--- src/logic/crtc_pkg.sv ---
// CRTC register map and PET reset timing; light pen, cursor, interlace and status registers are inert.
`default_nettype none

package crtc_pkg;
    localparam int reg_count      = 18; // R0 to R17, as on the 6545 and 6845.
    localparam int reg_index_bits = 5;  // Width of the address register.

    // Register indices that the timing logic decodes.
    localparam int r0_h_total       = 0;  // Characters per line, minus one.
    localparam int r1_h_displayed   = 1;  // Visible characters per line.
    localparam int r2_h_sync_pos    = 2;  // Character at which hsync begins.
    localparam int r3_sync_width    = 3;  // Vsync width in 7:4, hsync width in 3:0.
    localparam int r4_v_total       = 4;  // Rows per frame, minus one.
    localparam int r5_v_line_adjust = 5;  // Extra scan lines after the last row.
    localparam int r6_v_displayed   = 6;  // Visible rows per frame.
    localparam int r7_v_sync_pos    = 7;  // Row at which vsync begins.
    localparam int r9_scan_line     = 9;  // Scan lines per row, minus one.
    localparam int r12_start_high   = 12; // Start address, bits 13:8 in 5:0.
    localparam int r13_start_low    = 13; // Start address, bits 7:0.

    // Field widths after slicing.
    localparam int h_bits          = 8;
    localparam int v_bits          = 7;
    localparam int adjust_bits     = 5;
    localparam int scan_bits       = 5;
    localparam int sync_width_bits = 4;  // A width of zero stands for 16.
    localparam int addr_bits       = 14; // Video memory address.

    // Power-up values give the 15.625 kHz / 60 Hz raster of a PET without a CRTC.
    localparam logic [7:0] reset_values [reg_count] = '{
        8'd63, 8'd40, 8'd48, 8'h15, 8'd32, 8'd0, 8'd25, 8'd28, 8'd0,
        8'd7, 8'd0, 8'd0, 8'h10, 8'd0, 8'd0, 8'd0, 8'd0, 8'd0
    };

    // The host sees R0 to R15 through this window.
    localparam logic [15:0] host_window_low  = 16'hE8F0;
    localparam logic [15:0] host_window_high = 16'hE8FF;
endpackage

`default_nettype wire

--- src/logic/crtc_h_timing.sv ---
// Outputs decode h_count combinationally; lowering h_total below h_count ends the line at once.
`default_nettype none

module crtc_h_timing import crtc_pkg::*; (
    input  wire                        pi_read,
    input  wire                        reset,
    input  wire [h_bits-1:0]           h_total,
    input  wire [h_bits-1:0]           h_displayed,
    input  wire [h_bits-1:0]           h_sync_pos,
    input  wire [sync_width_bits-1:0] h_sync_width,
    output logic [h_bits-1:0]          h_count,
    output logic                       h_display,
    output logic                       hsync_raw,
    output logic                       line_end
);
    logic [h_bits-1:0]        sync_offset;   // Characters since the sync position, mod 256.
    logic [sync_width_bits:0] sync_span;     // One bit wider so that 16 fits.

    // Greater-or-equal catches a count that overshot after R0 was rewritten.
    assign line_end = h_count >= h_total;

    always_ff @(posedge pi_read) begin
        if (reset) begin
            h_count <= '0;
        end else if (line_end) begin
            h_count <= '0;                    // Wrap to the first character.
        end else begin
            h_count <= h_count + 1'b1;
        end
    end

    assign h_display = h_count < h_displayed;  // Visible part of the line.

    // A zero width field sets the top bit, which reads as 16.
    assign sync_span   = {h_sync_width == '0, h_sync_width};
    assign sync_offset = h_count - h_sync_pos;
    assign hsync_raw   = sync_offset < h_bits'(sync_span);  // Wraps past the line end if it must.
endmodule

`default_nettype wire

--- src/logic/crtc_registers.sv ---
// CPU writes are levels sampled on pi_read; host read-back reaches R0 to R15 only, one cycle late.
`default_nettype none

module crtc_registers import crtc_pkg::*; (
    input  wire                        pi_read,
    input  wire                        reset,
    input  wire                        crtc_select,    // High when the CPU addresses $E8xx.
    input  wire [16:0]                 bus_addr,       // Only bit 0 matters here.
    input  wire [7:0]                  bus_data_in,
    input  wire                        cpu_write,
    input  wire [15:0]                 pi_addr,
    output logic [7:0]                 crtc_data_out,
    output logic                       crtc_data_out_enable,
    output logic [h_bits-1:0]          h_total,
    output logic [h_bits-1:0]          h_displayed,
    output logic [h_bits-1:0]          h_sync_pos,
    output logic [sync_width_bits-1:0] h_sync_width,
    output logic [v_bits-1:0]          v_total,
    output logic [adjust_bits-1:0]     v_line_adjust,
    output logic [v_bits-1:0]          v_displayed,
    output logic [v_bits-1:0]          v_sync_pos,
    output logic [sync_width_bits-1:0] v_sync_width,
    output logic [scan_bits-1:0]       char_height,
    output logic [addr_bits-1:0]       start_address
);
    logic [7:0]                regs [reg_count];   // The register file itself.
    logic [reg_index_bits-1:0] address_register;   // Selects the register an odd write lands in.
    logic                      cpu_access;
    logic                      in_window;

    assign cpu_access = crtc_select && cpu_write;  // A write needs both in the same cycle.

    // Even addresses load the index, odd addresses load the indexed register.
    always_ff @(posedge pi_read) begin
        if (reset) begin
            for (int i = 0; i < reg_count; i++) begin
                regs[i] <= reset_values[i];
            end
            address_register <= '0;
        end else if (cpu_access) begin
            if (!bus_addr[0]) begin
                address_register <= bus_data_in[reg_index_bits-1:0];
            end else if (address_register < reg_count) begin  // R18 and up do not exist.
                regs[address_register] <= bus_data_in;
            end
        end
    end

    // The window decode is combinational so the host sees the enable at once.
    assign in_window = (pi_addr >= host_window_low) && (pi_addr <= host_window_high);
    assign crtc_data_out_enable = in_window;

    // The byte follows one cycle later; outside the window the old byte holds.
    always_ff @(posedge pi_read) begin
        if (in_window) begin
            crtc_data_out <= regs[pi_addr[3:0]];
        end
    end

    // Slice the registers into the fields the timing blocks use.
    assign h_total       = regs[r0_h_total];
    assign h_displayed   = regs[r1_h_displayed];
    assign h_sync_pos    = regs[r2_h_sync_pos];
    assign h_sync_width  = regs[r3_sync_width][3:0];    // Low nibble, in characters.
    assign v_sync_width  = regs[r3_sync_width][7:4];    // High nibble, in scan lines.
    assign v_total       = regs[r4_v_total][v_bits-1:0];
    assign v_line_adjust = regs[r5_v_line_adjust][adjust_bits-1:0];
    assign v_displayed   = regs[r6_v_displayed][v_bits-1:0];
    assign v_sync_pos    = regs[r7_v_sync_pos][v_bits-1:0];
    assign char_height   = regs[r9_scan_line][scan_bits-1:0];
    // The high byte only contributes six bits to the 14-bit address.
    assign start_address = {regs[r12_start_high][5:0], regs[r13_start_low]};
endmodule

`default_nettype wire

--- src/logic/crtc_top.sv ---
// Single clock domain on pi_read; the raster free-runs from reset and has no stall input.
`default_nettype none

module crtc_top import crtc_pkg::*; (
    input  wire                  pi_read,
    input  wire                  reset,
    input  wire                  crtc_select,
    input  wire [16:0]           bus_addr,
    input  wire [7:0]            bus_data_in,
    input  wire                  cpu_write,
    input  wire [15:0]           pi_addr,
    output logic [7:0]           crtc_data_out,
    output logic                 crtc_data_out_enable,
    output logic                 hsync,
    output logic                 vsync,
    output logic                 display_enable,
    output logic [addr_bits-1:0] memory_address,
    output logic [scan_bits-1:0] row_address
);
    // Register fields.
    logic [h_bits-1:0]          h_total;
    logic [h_bits-1:0]          h_displayed;
    logic [h_bits-1:0]          h_sync_pos;
    logic [sync_width_bits-1:0] h_sync_width;
    logic [v_bits-1:0]          v_total;
    logic [adjust_bits-1:0]     v_line_adjust;
    logic [v_bits-1:0]          v_displayed;
    logic [v_bits-1:0]          v_sync_pos;
    logic [sync_width_bits-1:0] v_sync_width;
    logic [scan_bits-1:0]       char_height;
    logic [addr_bits-1:0]       start_address;
    // Raster state between the timing blocks and the combiner.
    logic [h_bits-1:0]          h_count;
    logic                       h_display;
    logic                       hsync_raw;
    logic                       line_end;
    logic [scan_bits-1:0]       scan_line;
    logic                       v_display;
    logic                       vsync_raw;
    logic [addr_bits-1:0]       row_start;

    crtc_registers u_registers (
        .pi_read(pi_read), .reset(reset), .crtc_select(crtc_select),
        .bus_addr(bus_addr), .bus_data_in(bus_data_in), .cpu_write(cpu_write),
        .pi_addr(pi_addr), .crtc_data_out(crtc_data_out),
        .crtc_data_out_enable(crtc_data_out_enable),
        .h_total(h_total), .h_displayed(h_displayed), .h_sync_pos(h_sync_pos),
        .h_sync_width(h_sync_width), .v_total(v_total), .v_line_adjust(v_line_adjust),
        .v_displayed(v_displayed), .v_sync_pos(v_sync_pos), .v_sync_width(v_sync_width),
        .char_height(char_height), .start_address(start_address)
    );

    crtc_h_timing u_h_timing (
        .pi_read(pi_read), .reset(reset), .h_total(h_total), .h_displayed(h_displayed),
        .h_sync_pos(h_sync_pos), .h_sync_width(h_sync_width), .h_count(h_count),
        .h_display(h_display), .hsync_raw(hsync_raw), .line_end(line_end)
    );

    // Vertical timing steps once per line, on the horizontal wrap.
    crtc_v_timing u_v_timing (
        .pi_read(pi_read), .reset(reset), .line_end(line_end), .char_height(char_height),
        .v_total(v_total), .v_line_adjust(v_line_adjust), .v_displayed(v_displayed),
        .v_sync_pos(v_sync_pos), .v_sync_width(v_sync_width), .h_displayed(h_displayed),
        .start_address(start_address), .scan_line(scan_line), .v_display(v_display),
        .vsync_raw(vsync_raw), .row_start(row_start)
    );

    crtc_video_combine u_video_combine (
        .pi_read(pi_read), .reset(reset), .h_count(h_count), .h_display(h_display),
        .hsync_raw(hsync_raw), .v_display(v_display), .vsync_raw(vsync_raw),
        .scan_line(scan_line), .row_start(row_start), .hsync(hsync), .vsync(vsync),
        .display_enable(display_enable), .memory_address(memory_address),
        .row_address(row_address)
    );
endmodule

`default_nettype wire

--- src/logic/crtc_v_timing.sv ---
// Advances only on line_end; vsync arms at the end of scan line 0 of row v_sync_pos.
`default_nettype none

module crtc_v_timing import crtc_pkg::*; (
    input  wire                        pi_read,
    input  wire                        reset,
    input  wire                        line_end,
    input  wire [scan_bits-1:0]        char_height,
    input  wire [v_bits-1:0]           v_total,
    input  wire [adjust_bits-1:0]      v_line_adjust,
    input  wire [v_bits-1:0]           v_displayed,
    input  wire [v_bits-1:0]           v_sync_pos,
    input  wire [sync_width_bits-1:0] v_sync_width,
    input  wire [h_bits-1:0]           h_displayed,
    input  wire [addr_bits-1:0]        start_address,
    output logic [scan_bits-1:0]       scan_line,
    output logic                       v_display,
    output logic                       vsync_raw,
    output logic [addr_bits-1:0]       row_start
);
    logic [v_bits-1:0]        row;            // Text row within the frame.
    logic [adjust_bits-1:0]   adjust_count;   // Extra scan lines done so far.
    logic                     in_adjust;      // High during the lines after the last row.
    logic [sync_width_bits:0] vsync_left;     // Scan lines of vsync still to run.
    logic                     last_scan;
    logic                     last_row;
    logic                     adjust_last;
    logic                     frame_end;
    logic                     vsync_start;

    // The compares use greater-or-equal so a shrunken register still wraps.
    assign last_scan   = scan_line >= char_height;
    assign last_row    = row >= v_total;
    assign adjust_last = ({1'b0, adjust_count} + 1'b1) >= {1'b0, v_line_adjust};

    // With no adjust lines, the frame ends on the last scan line of the last row.
    assign frame_end = line_end &&
                       (in_adjust ? adjust_last : (last_scan && last_row && v_line_adjust == '0));

    always_ff @(posedge pi_read) begin
        if (reset) begin
            scan_line    <= '0;
            row          <= '0;
            adjust_count <= '0;
            in_adjust    <= 1'b0;
        end else if (frame_end) begin
            scan_line    <= '0;               // Start the next frame.
            row          <= '0;
            adjust_count <= '0;
            in_adjust    <= 1'b0;
        end else if (line_end) begin
            if (in_adjust) begin
                adjust_count <= adjust_count + 1'b1;
            end else if (!last_scan) begin
                scan_line <= scan_line + 1'b1;
            end else begin
                scan_line <= '0;
                if (last_row) begin
                    in_adjust <= 1'b1;        // Row stays put while the adjust lines run.
                end else begin
                    row <= row + 1'b1;
                end
            end
        end
    end

    assign v_display = (row < v_displayed) && !in_adjust;

    // Adjust lines never start vsync, and a running pulse is not restarted.
    assign vsync_start = line_end && !in_adjust && row == v_sync_pos &&
                         scan_line == '0 && vsync_left == '0;

    always_ff @(posedge pi_read) begin
        if (reset) begin
            vsync_left <= '0;
        end else if (vsync_start) begin
            vsync_left <= {v_sync_width == '0, v_sync_width};  // Zero reads as 16.
        end else if (line_end && vsync_left != '0) begin
            vsync_left <= vsync_left - 1'b1;
        end
    end

    assign vsync_raw = vsync_left != '0;

    // Each displayed row moves the address on by one line of characters.
    always_ff @(posedge pi_read) begin
        if (reset) begin
            row_start <= '0;
        end else if (frame_end) begin
            row_start <= start_address;       // R12 and R13 take effect once per frame.
        end else if (line_end && !in_adjust && last_scan && row < v_displayed) begin
            row_start <= row_start + addr_bits'(h_displayed);
        end
    end
endmodule

`default_nettype wire

--- src/logic/crtc_video_combine.sv ---
// Every output lags the counter state that produced it by exactly one pi_read cycle.
`default_nettype none

module crtc_video_combine import crtc_pkg::*; (
    input  wire                  pi_read,
    input  wire                  reset,
    input  wire [h_bits-1:0]     h_count,
    input  wire                  h_display,
    input  wire                  hsync_raw,
    input  wire                  v_display,
    input  wire                  vsync_raw,
    input  wire [scan_bits-1:0]  scan_line,
    input  wire [addr_bits-1:0]  row_start,
    output logic                 hsync,
    output logic                 vsync,
    output logic                 display_enable,
    output logic [addr_bits-1:0] memory_address,
    output logic [scan_bits-1:0] row_address
);
    logic [addr_bits-1:0] next_address;

    // The sum wraps at 16K, as the video bus does.
    assign next_address = row_start + addr_bits'(h_count);

    always_ff @(posedge pi_read) begin
        if (reset) begin
            hsync          <= 1'b0;
            vsync          <= 1'b0;
            display_enable <= 1'b0;
            memory_address <= '0;
            row_address    <= '0;
        end else begin
            hsync          <= hsync_raw;
            vsync          <= vsync_raw;
            display_enable <= h_display && v_display;  // Visible only inside both windows.
            memory_address <= next_address;
            row_address    <= scan_line;               // Picks the glyph line in the ROM.
        end
    end
endmodule

`default_nettype wire

--- config.mk ---
export PLATFORM = sky130hd
export DESIGN_NAME = crtc_top
export DESIGN_NICKNAME = d
export VERILOG_FILES = /design/src/logic/crtc_pkg.sv /design/src/logic/crtc_h_timing.sv /design/src/logic/crtc_registers.sv /design/src/logic/crtc_top.sv /design/src/logic/crtc_v_timing.sv /design/src/logic/crtc_video_combine.sv
export SDC_FILE = /design/constraint.sdc
export NUM_CORES = 1
export LEC_CHECK = 0
export BUFFER_PORTS_ARGS = -buffer_cell sky130_fd_sc_hd__buf_4
export CORE_MARGIN = 2
export CORE_UTILIZATION = 30
export DETAILED_ROUTE_END_ITERATION = 8
export PLACE_DENSITY = 0.57
export SETUP_SLACK_MARGIN = 0.4
export SLEW_MARGIN = 10
export SYNTH_ARGS = -nofsm -noshare
export SYNTH_HDL_FRONTEND = slang
export SYNTH_SLANG_ARGS = --single-unit
--- constraint.sdc ---
create_clock -name pi_read -period 3.7 [get_ports pi_read]
set_input_delay 1.11 -clock pi_read [delete_from_list [all_inputs] [get_ports pi_read]]
set_output_delay 1.11 -clock pi_read [all_outputs]
set_load 0.02 [all_outputs]
## Yosys cells after proc, flatten, opt, wreduce, memory -nomap -nowiden

Memories as Yosys holds them, arrays and structs flattened. A register that Yosys moved wholly into a read port is not among the register bits.
Cells that the tools add are included.

- Register bits after elaboration: 72
- Memory bits (writable): 144
- Logic and storage cells: 86
- Memories: 1

Memory list:

| name | words | width | rd ports | clocked after memory_dff | write ports | RTL line | text |
|---|---|---|---|---|---|---|---|
| u_registers.regs | 18 | 8 | 12 | 1 | 18 | crtc_registers.sv:26 | `logic [7:0] regs [reg_count];` |

- Add/sub/neg operators: 9
- Order comparisons: 10
- Equality and inequality tests: 1
- Mux-type cells: 19
- Bitwise gates (word level): 3
- Reduce and logical (&&, ||, !) cells: 30

Operators by type and width:

| cell | count |
|---|---|
| $add 14x8->14 | 2 |
| $mux 14 | 2 |
| $mux 5 | 4 |
| $ge 16x16->1 const B | 1 |
| $le 16x16->1 const B | 1 |
| $logic_not 5->1 | 3 |
| $logic_and 1x1->1 | 14 |
| $mux 1 | 12 |
| $add 5x1->5 const B | 2 |
| $add 8x1->8 const B | 1 |
| $ge 8x8->1 | 1 |
| $logic_not 4->1 | 2 |
| $lt 8x5->1 | 1 |
| $lt 8x8->1 | 1 |
| $mux 8 | 1 |
| $reduce_or 8->1 | 1 |
| $sub 8x8->8 | 1 |
| $add 7x1->7 const B | 1 |
| $eq 7x7->1 | 1 |
| $ge 7x7->1 | 1 |
| $lt 7x7->1 | 1 |
| $add 5x1->6 const B | 1 |
| $ge 6x5->1 | 1 |
| $reduce_and 2->1 | 3 |
| other kinds (9) | 13 |

## Depth between registers and ports, before layout

- Depth in word-level cells: 8
- Mapped depth: 12

## Modules after synthesis

From an unflattened synthesis, not the netlist that was laid out.

- Cell total of the unflattened synthesis: 1127
- Area, all modules: 12095.4 sq um

Modules (own cells, without submodules):

| module | instances | cells an instance | area an instance (sq um) | seq. area each (sq um) |
|---|---|---|---|---|
| crtc_registers | 1 | 506 | 6880.3 | 4184.0 |
| crtc_v_timing | 1 | 373 | 3006.6 | 740.7 |
| crtc_h_timing | 1 | 139 | 1166.1 | 160.2 |
| crtc_video_combine | 1 | 109 | 1042.2 | 440.4 |

## Worst setup path after synthesis

Ideal clock, no wire load.

- Path kind: input-to-output
- Start point: input pi_addr[12]
- End point: output crtc_data_out_enable
- Arrival: 2.312 ns
- Data required time: 2.590 ns
- Slack: 0.278 ns
- Cell stages on the path: 3
- Cells stage by stage: nor2_1 nand3_1 nor3_1

- Word-level cells in the longest chain between the ends: 2
- Elaborated cells between the ends (all ways): 3
- Classes of those cells: 2 x order compare; 1 x reduce/logical

Ends and longest elaborated chain:

| element | RTL line | text |
|---|---|---|
| from (decl) | crtc_top.sv:11 | `input wire [15:0] pi_addr,` |
| $ge 16x16->1 / $le 16x16->1 (equally long branches) | crtc_registers.sv:50 | `assign in_window = (pi_addr >= host_window_low) && (pi_addr <= host_window_high);` |
| $logic_and 1x1->1 (*) | crtc_registers.sv:50 |  |
| to (decl) | crtc_top.sv:13 | `output logic crtc_data_out_enable,` |

Every way passes the cells marked *; elsewhere a longest branch is shown, timed or not.

==> run metrics <==
Inserted Clock Buffers=24; Leak=4.87 nW; clock slew seen by the registers of the worst setup and hold paths=0.06 ns; status=complete, no violations; Die Y=196 µm; gpl congestion=0.820; Port Buf Inserts=59; Yosys cell types=66; Final Setup Violations=0; vias in the first global route=7,949; fmax=327 MHz; commonest cells after routing, fill and taps aside=nor2_1, edfxtp_1, buf_4; pre-CTS WS=0.418 ns; Final period util=0.827; commonest non-fill, non-tap cell in the layout=nor2_1; Die ar.=38,500 µm²; Synth Instances=1,010; via count=7,914; Worst R2R Setup Slack=0.64 ns; flops & latches, synth=208; CP Class=register to register; Post-DRT Antenna Nets=0; Clock Path Buffers=3; WL/cell=18.1 µm; Post-Syn Nets=1,129; sequential area share after synthesis=0.499; worst slew pin tran=1.02 ns; vias per cell=5.07; number of setup buffers added after CTS=0; H-tree levels=1; Post-synth top flop=edfxtp_1; Post-synth EDFFs=136; Yosys Warn Count=0; post-synthesis mux area share=0.0950; Antenna diodes=0; Hold Buf Count CTS=0; synthesis-to-finish area growth=16.0%; Post-synth ARST share=0; starting density of the core=0.303; fraction of layout cells with a size suffix above 1=0.157; Total Power=0.00523 W; synthesized area per cell=11.0 µm²; worst hold path class=register to register; router iterations before antenna repair=5; Row Count=70; Cell Pwr Density=407 nW/µm²; Slew Limit Fails=0; post-synthesis compound-gate area fraction=0.0849; Total Wirelength=28.3 mm; post-cts sizing count=0; final worst slack=0.640 ns; Post-Synth Simple-Gate Area=0.164; Adder-Cell Fraction of Synth Area=0.0856; Worst EP required=4.12 ns; final hold viol count=0; TritonCTS sink count=208; CP Data Arrival Time=3.48 ns; first-pass GRT wire length=45.0 mm; Post-Route Utilization=0.352; HPWL after DPL=21.1 mm; critical path capture point type=register; Worst setup SP type=register; Clk Latency, worst-skew pair=0.53 ns; xor-xnor portion of the synthesized cell area=0.0277; pin count of the biggest net entering global routing=46; Overflow after GRT=0; placed insts=1,518; Layout Nets=1,195; Slew headroom=0.321; Iter 0 DRT Violations=598; RSZ-0062 raised after global routing=false; mapped cell area=11,100 µm²; Final min period=3.06 ns; setup TNS=0 ns; Worst VDD drop=0.282 mV; main combinational cell family by area after synthesis=simple AND/OR/NAND/NOR gates; CTS tree=yes; I/O pin total=76; Max-cap violations=0; gr usage total=0.150; DRC=0; Post-Layout Cell Count=1,561; crit-path max FO=12; Die Width=196 µm; CTS Root Cell=clkbuf_16; Placeable Area=36,500 µm²; Clock Skew=0.0313 ns; initial antenna violation count=0
[layer usage]
layer	vias to the layer above	share of wire	wire length, µm	global-route usage
met5	-	0	0	0
met2	192	0.48	13500	0.253
met3	39	0.048	1350	0.0179
met1	3861	0.45	12800	0.202
met4	0	0.022	625	0.0421
li1	3822	-	-	-
[state kept, by name, indices dropped and copies added (netlist names), 5 cells and up]
register / cells
u_registers.regs: 128
u_v_timing.row_start: 14
u_video_combine.memory_address: 14
u_h_timing.h_count: 8
u_registers.crtc_data_out: 8
u_v_timing.row: 7
u_registers.address_register: 5
u_v_timing.adjust_count: 5
u_v_timing.scan_line: 5
u_v_timing.vsync_left: 5
u_video_combine.row_address: 5
[power by group]
part	internal, W	total, W	switching [W]
clock	0.00141	0.00235	0.000941
combinational	0.000141	0.000322	0.000181
sequential	0.00252	0.00256	0.0000371
[through the flow]
step	hold slack [ns]	area, µm²
after floorplan	0.449	11100
after global placement	0.460	12100
after detailed placement	0.477	12100
after CTS	0.485	12800
after global routing	0.511	12800
final	0.481	12800
[cells in the mapped netlist (3+ instances only)]
master	count	area (µm²)
o211ai_1	4	30.0
a21boi_0	3	22.5
and3_1	6	37.5
o21ai_0	28	140
nand2_1	80	300
o31ai_1	4	30.0
xnor2_1	10	87.6
o21a_1	12	90.1
dfxtp_1	72	1440
nor2b_1	10	62.6
a31oi_1	7	43.8
ha_1	71	888
o41ai_1	4	35.0
nand4_1	7	43.8
xor2_1	25	219
buf_1	5	18.8
mux4_2	40	901
nor3_1	17	85.1
a21o_1	9	67.6
nor3b_1	4	30.0
nor4_1	4	25.0
fa_1	3	60.1
a311oi_1	7	61.3
and2_1	14	87.6
buf_6	6	67.6
nor2_1	149	559
or4_1	9	67.6
a211oi_1	9	67.6
nand3_1	44	220
nand4b_1	3	26.3
mux2i_1	14	140
clkbuf_1	31	116
a21oi_1	40	200
nor4b_1	7	61.3
or3_1	9	56.3
edfxtp_1	136	4080
inv_1	63	236
nand2b_1	7	43.8
[cells by family (layout without fill, tap and decap cells)]
kind of cell,Yosys count,in the layout
AOI/OAI and AO/OA,145,145
xor gates and xnor gates,35,35
adders and majority gates,74,74
buffers and inverters,110,193
DFF,208,208
muxes,55,55
and+or+nand+nor,383,383
[final timing paths]
path / depth (start not counted) / to / from
max: 8 / u_v_timing.row_start[13] / u_registers.regs[9][3]
min: 2 / u_v_timing.adjust_count[1] / u_v_timing.adjust_count[1]
max reg2reg: 8 / u_v_timing.row_start[13] / u_registers.regs[9][3]
min reg2reg: 2 / u_v_timing.adjust_count[1] / u_v_timing.adjust_count[1]
[layout make-up]
| cell class | count | area (µm²) |
|---|---|---|
| clock buffers | 29 | 619 |
| clock inverters | 14 | 160 |
| fillers | 3555 | 23700 |
| inverters | 64 | 240 |
| multi-input cells | 692 | 5070 |
| flip-flops and latches | 208 | 5530 |
| well taps | 468 | 586 |
| repair buffers | 86 | 646 |
[worst max-delay path, cell delays in order (launching register included)]
cell,delay [ns]
edfxtp_1,0.45
inv_1,0.07
ha_1,0.30
o211ai_1,0.09
nor2_1,0.14
o22ai_1,0.34
or4_4,0.72
or4_1,0.54
a311oi_1,0.28
Power figures use the tool's default switching activity.
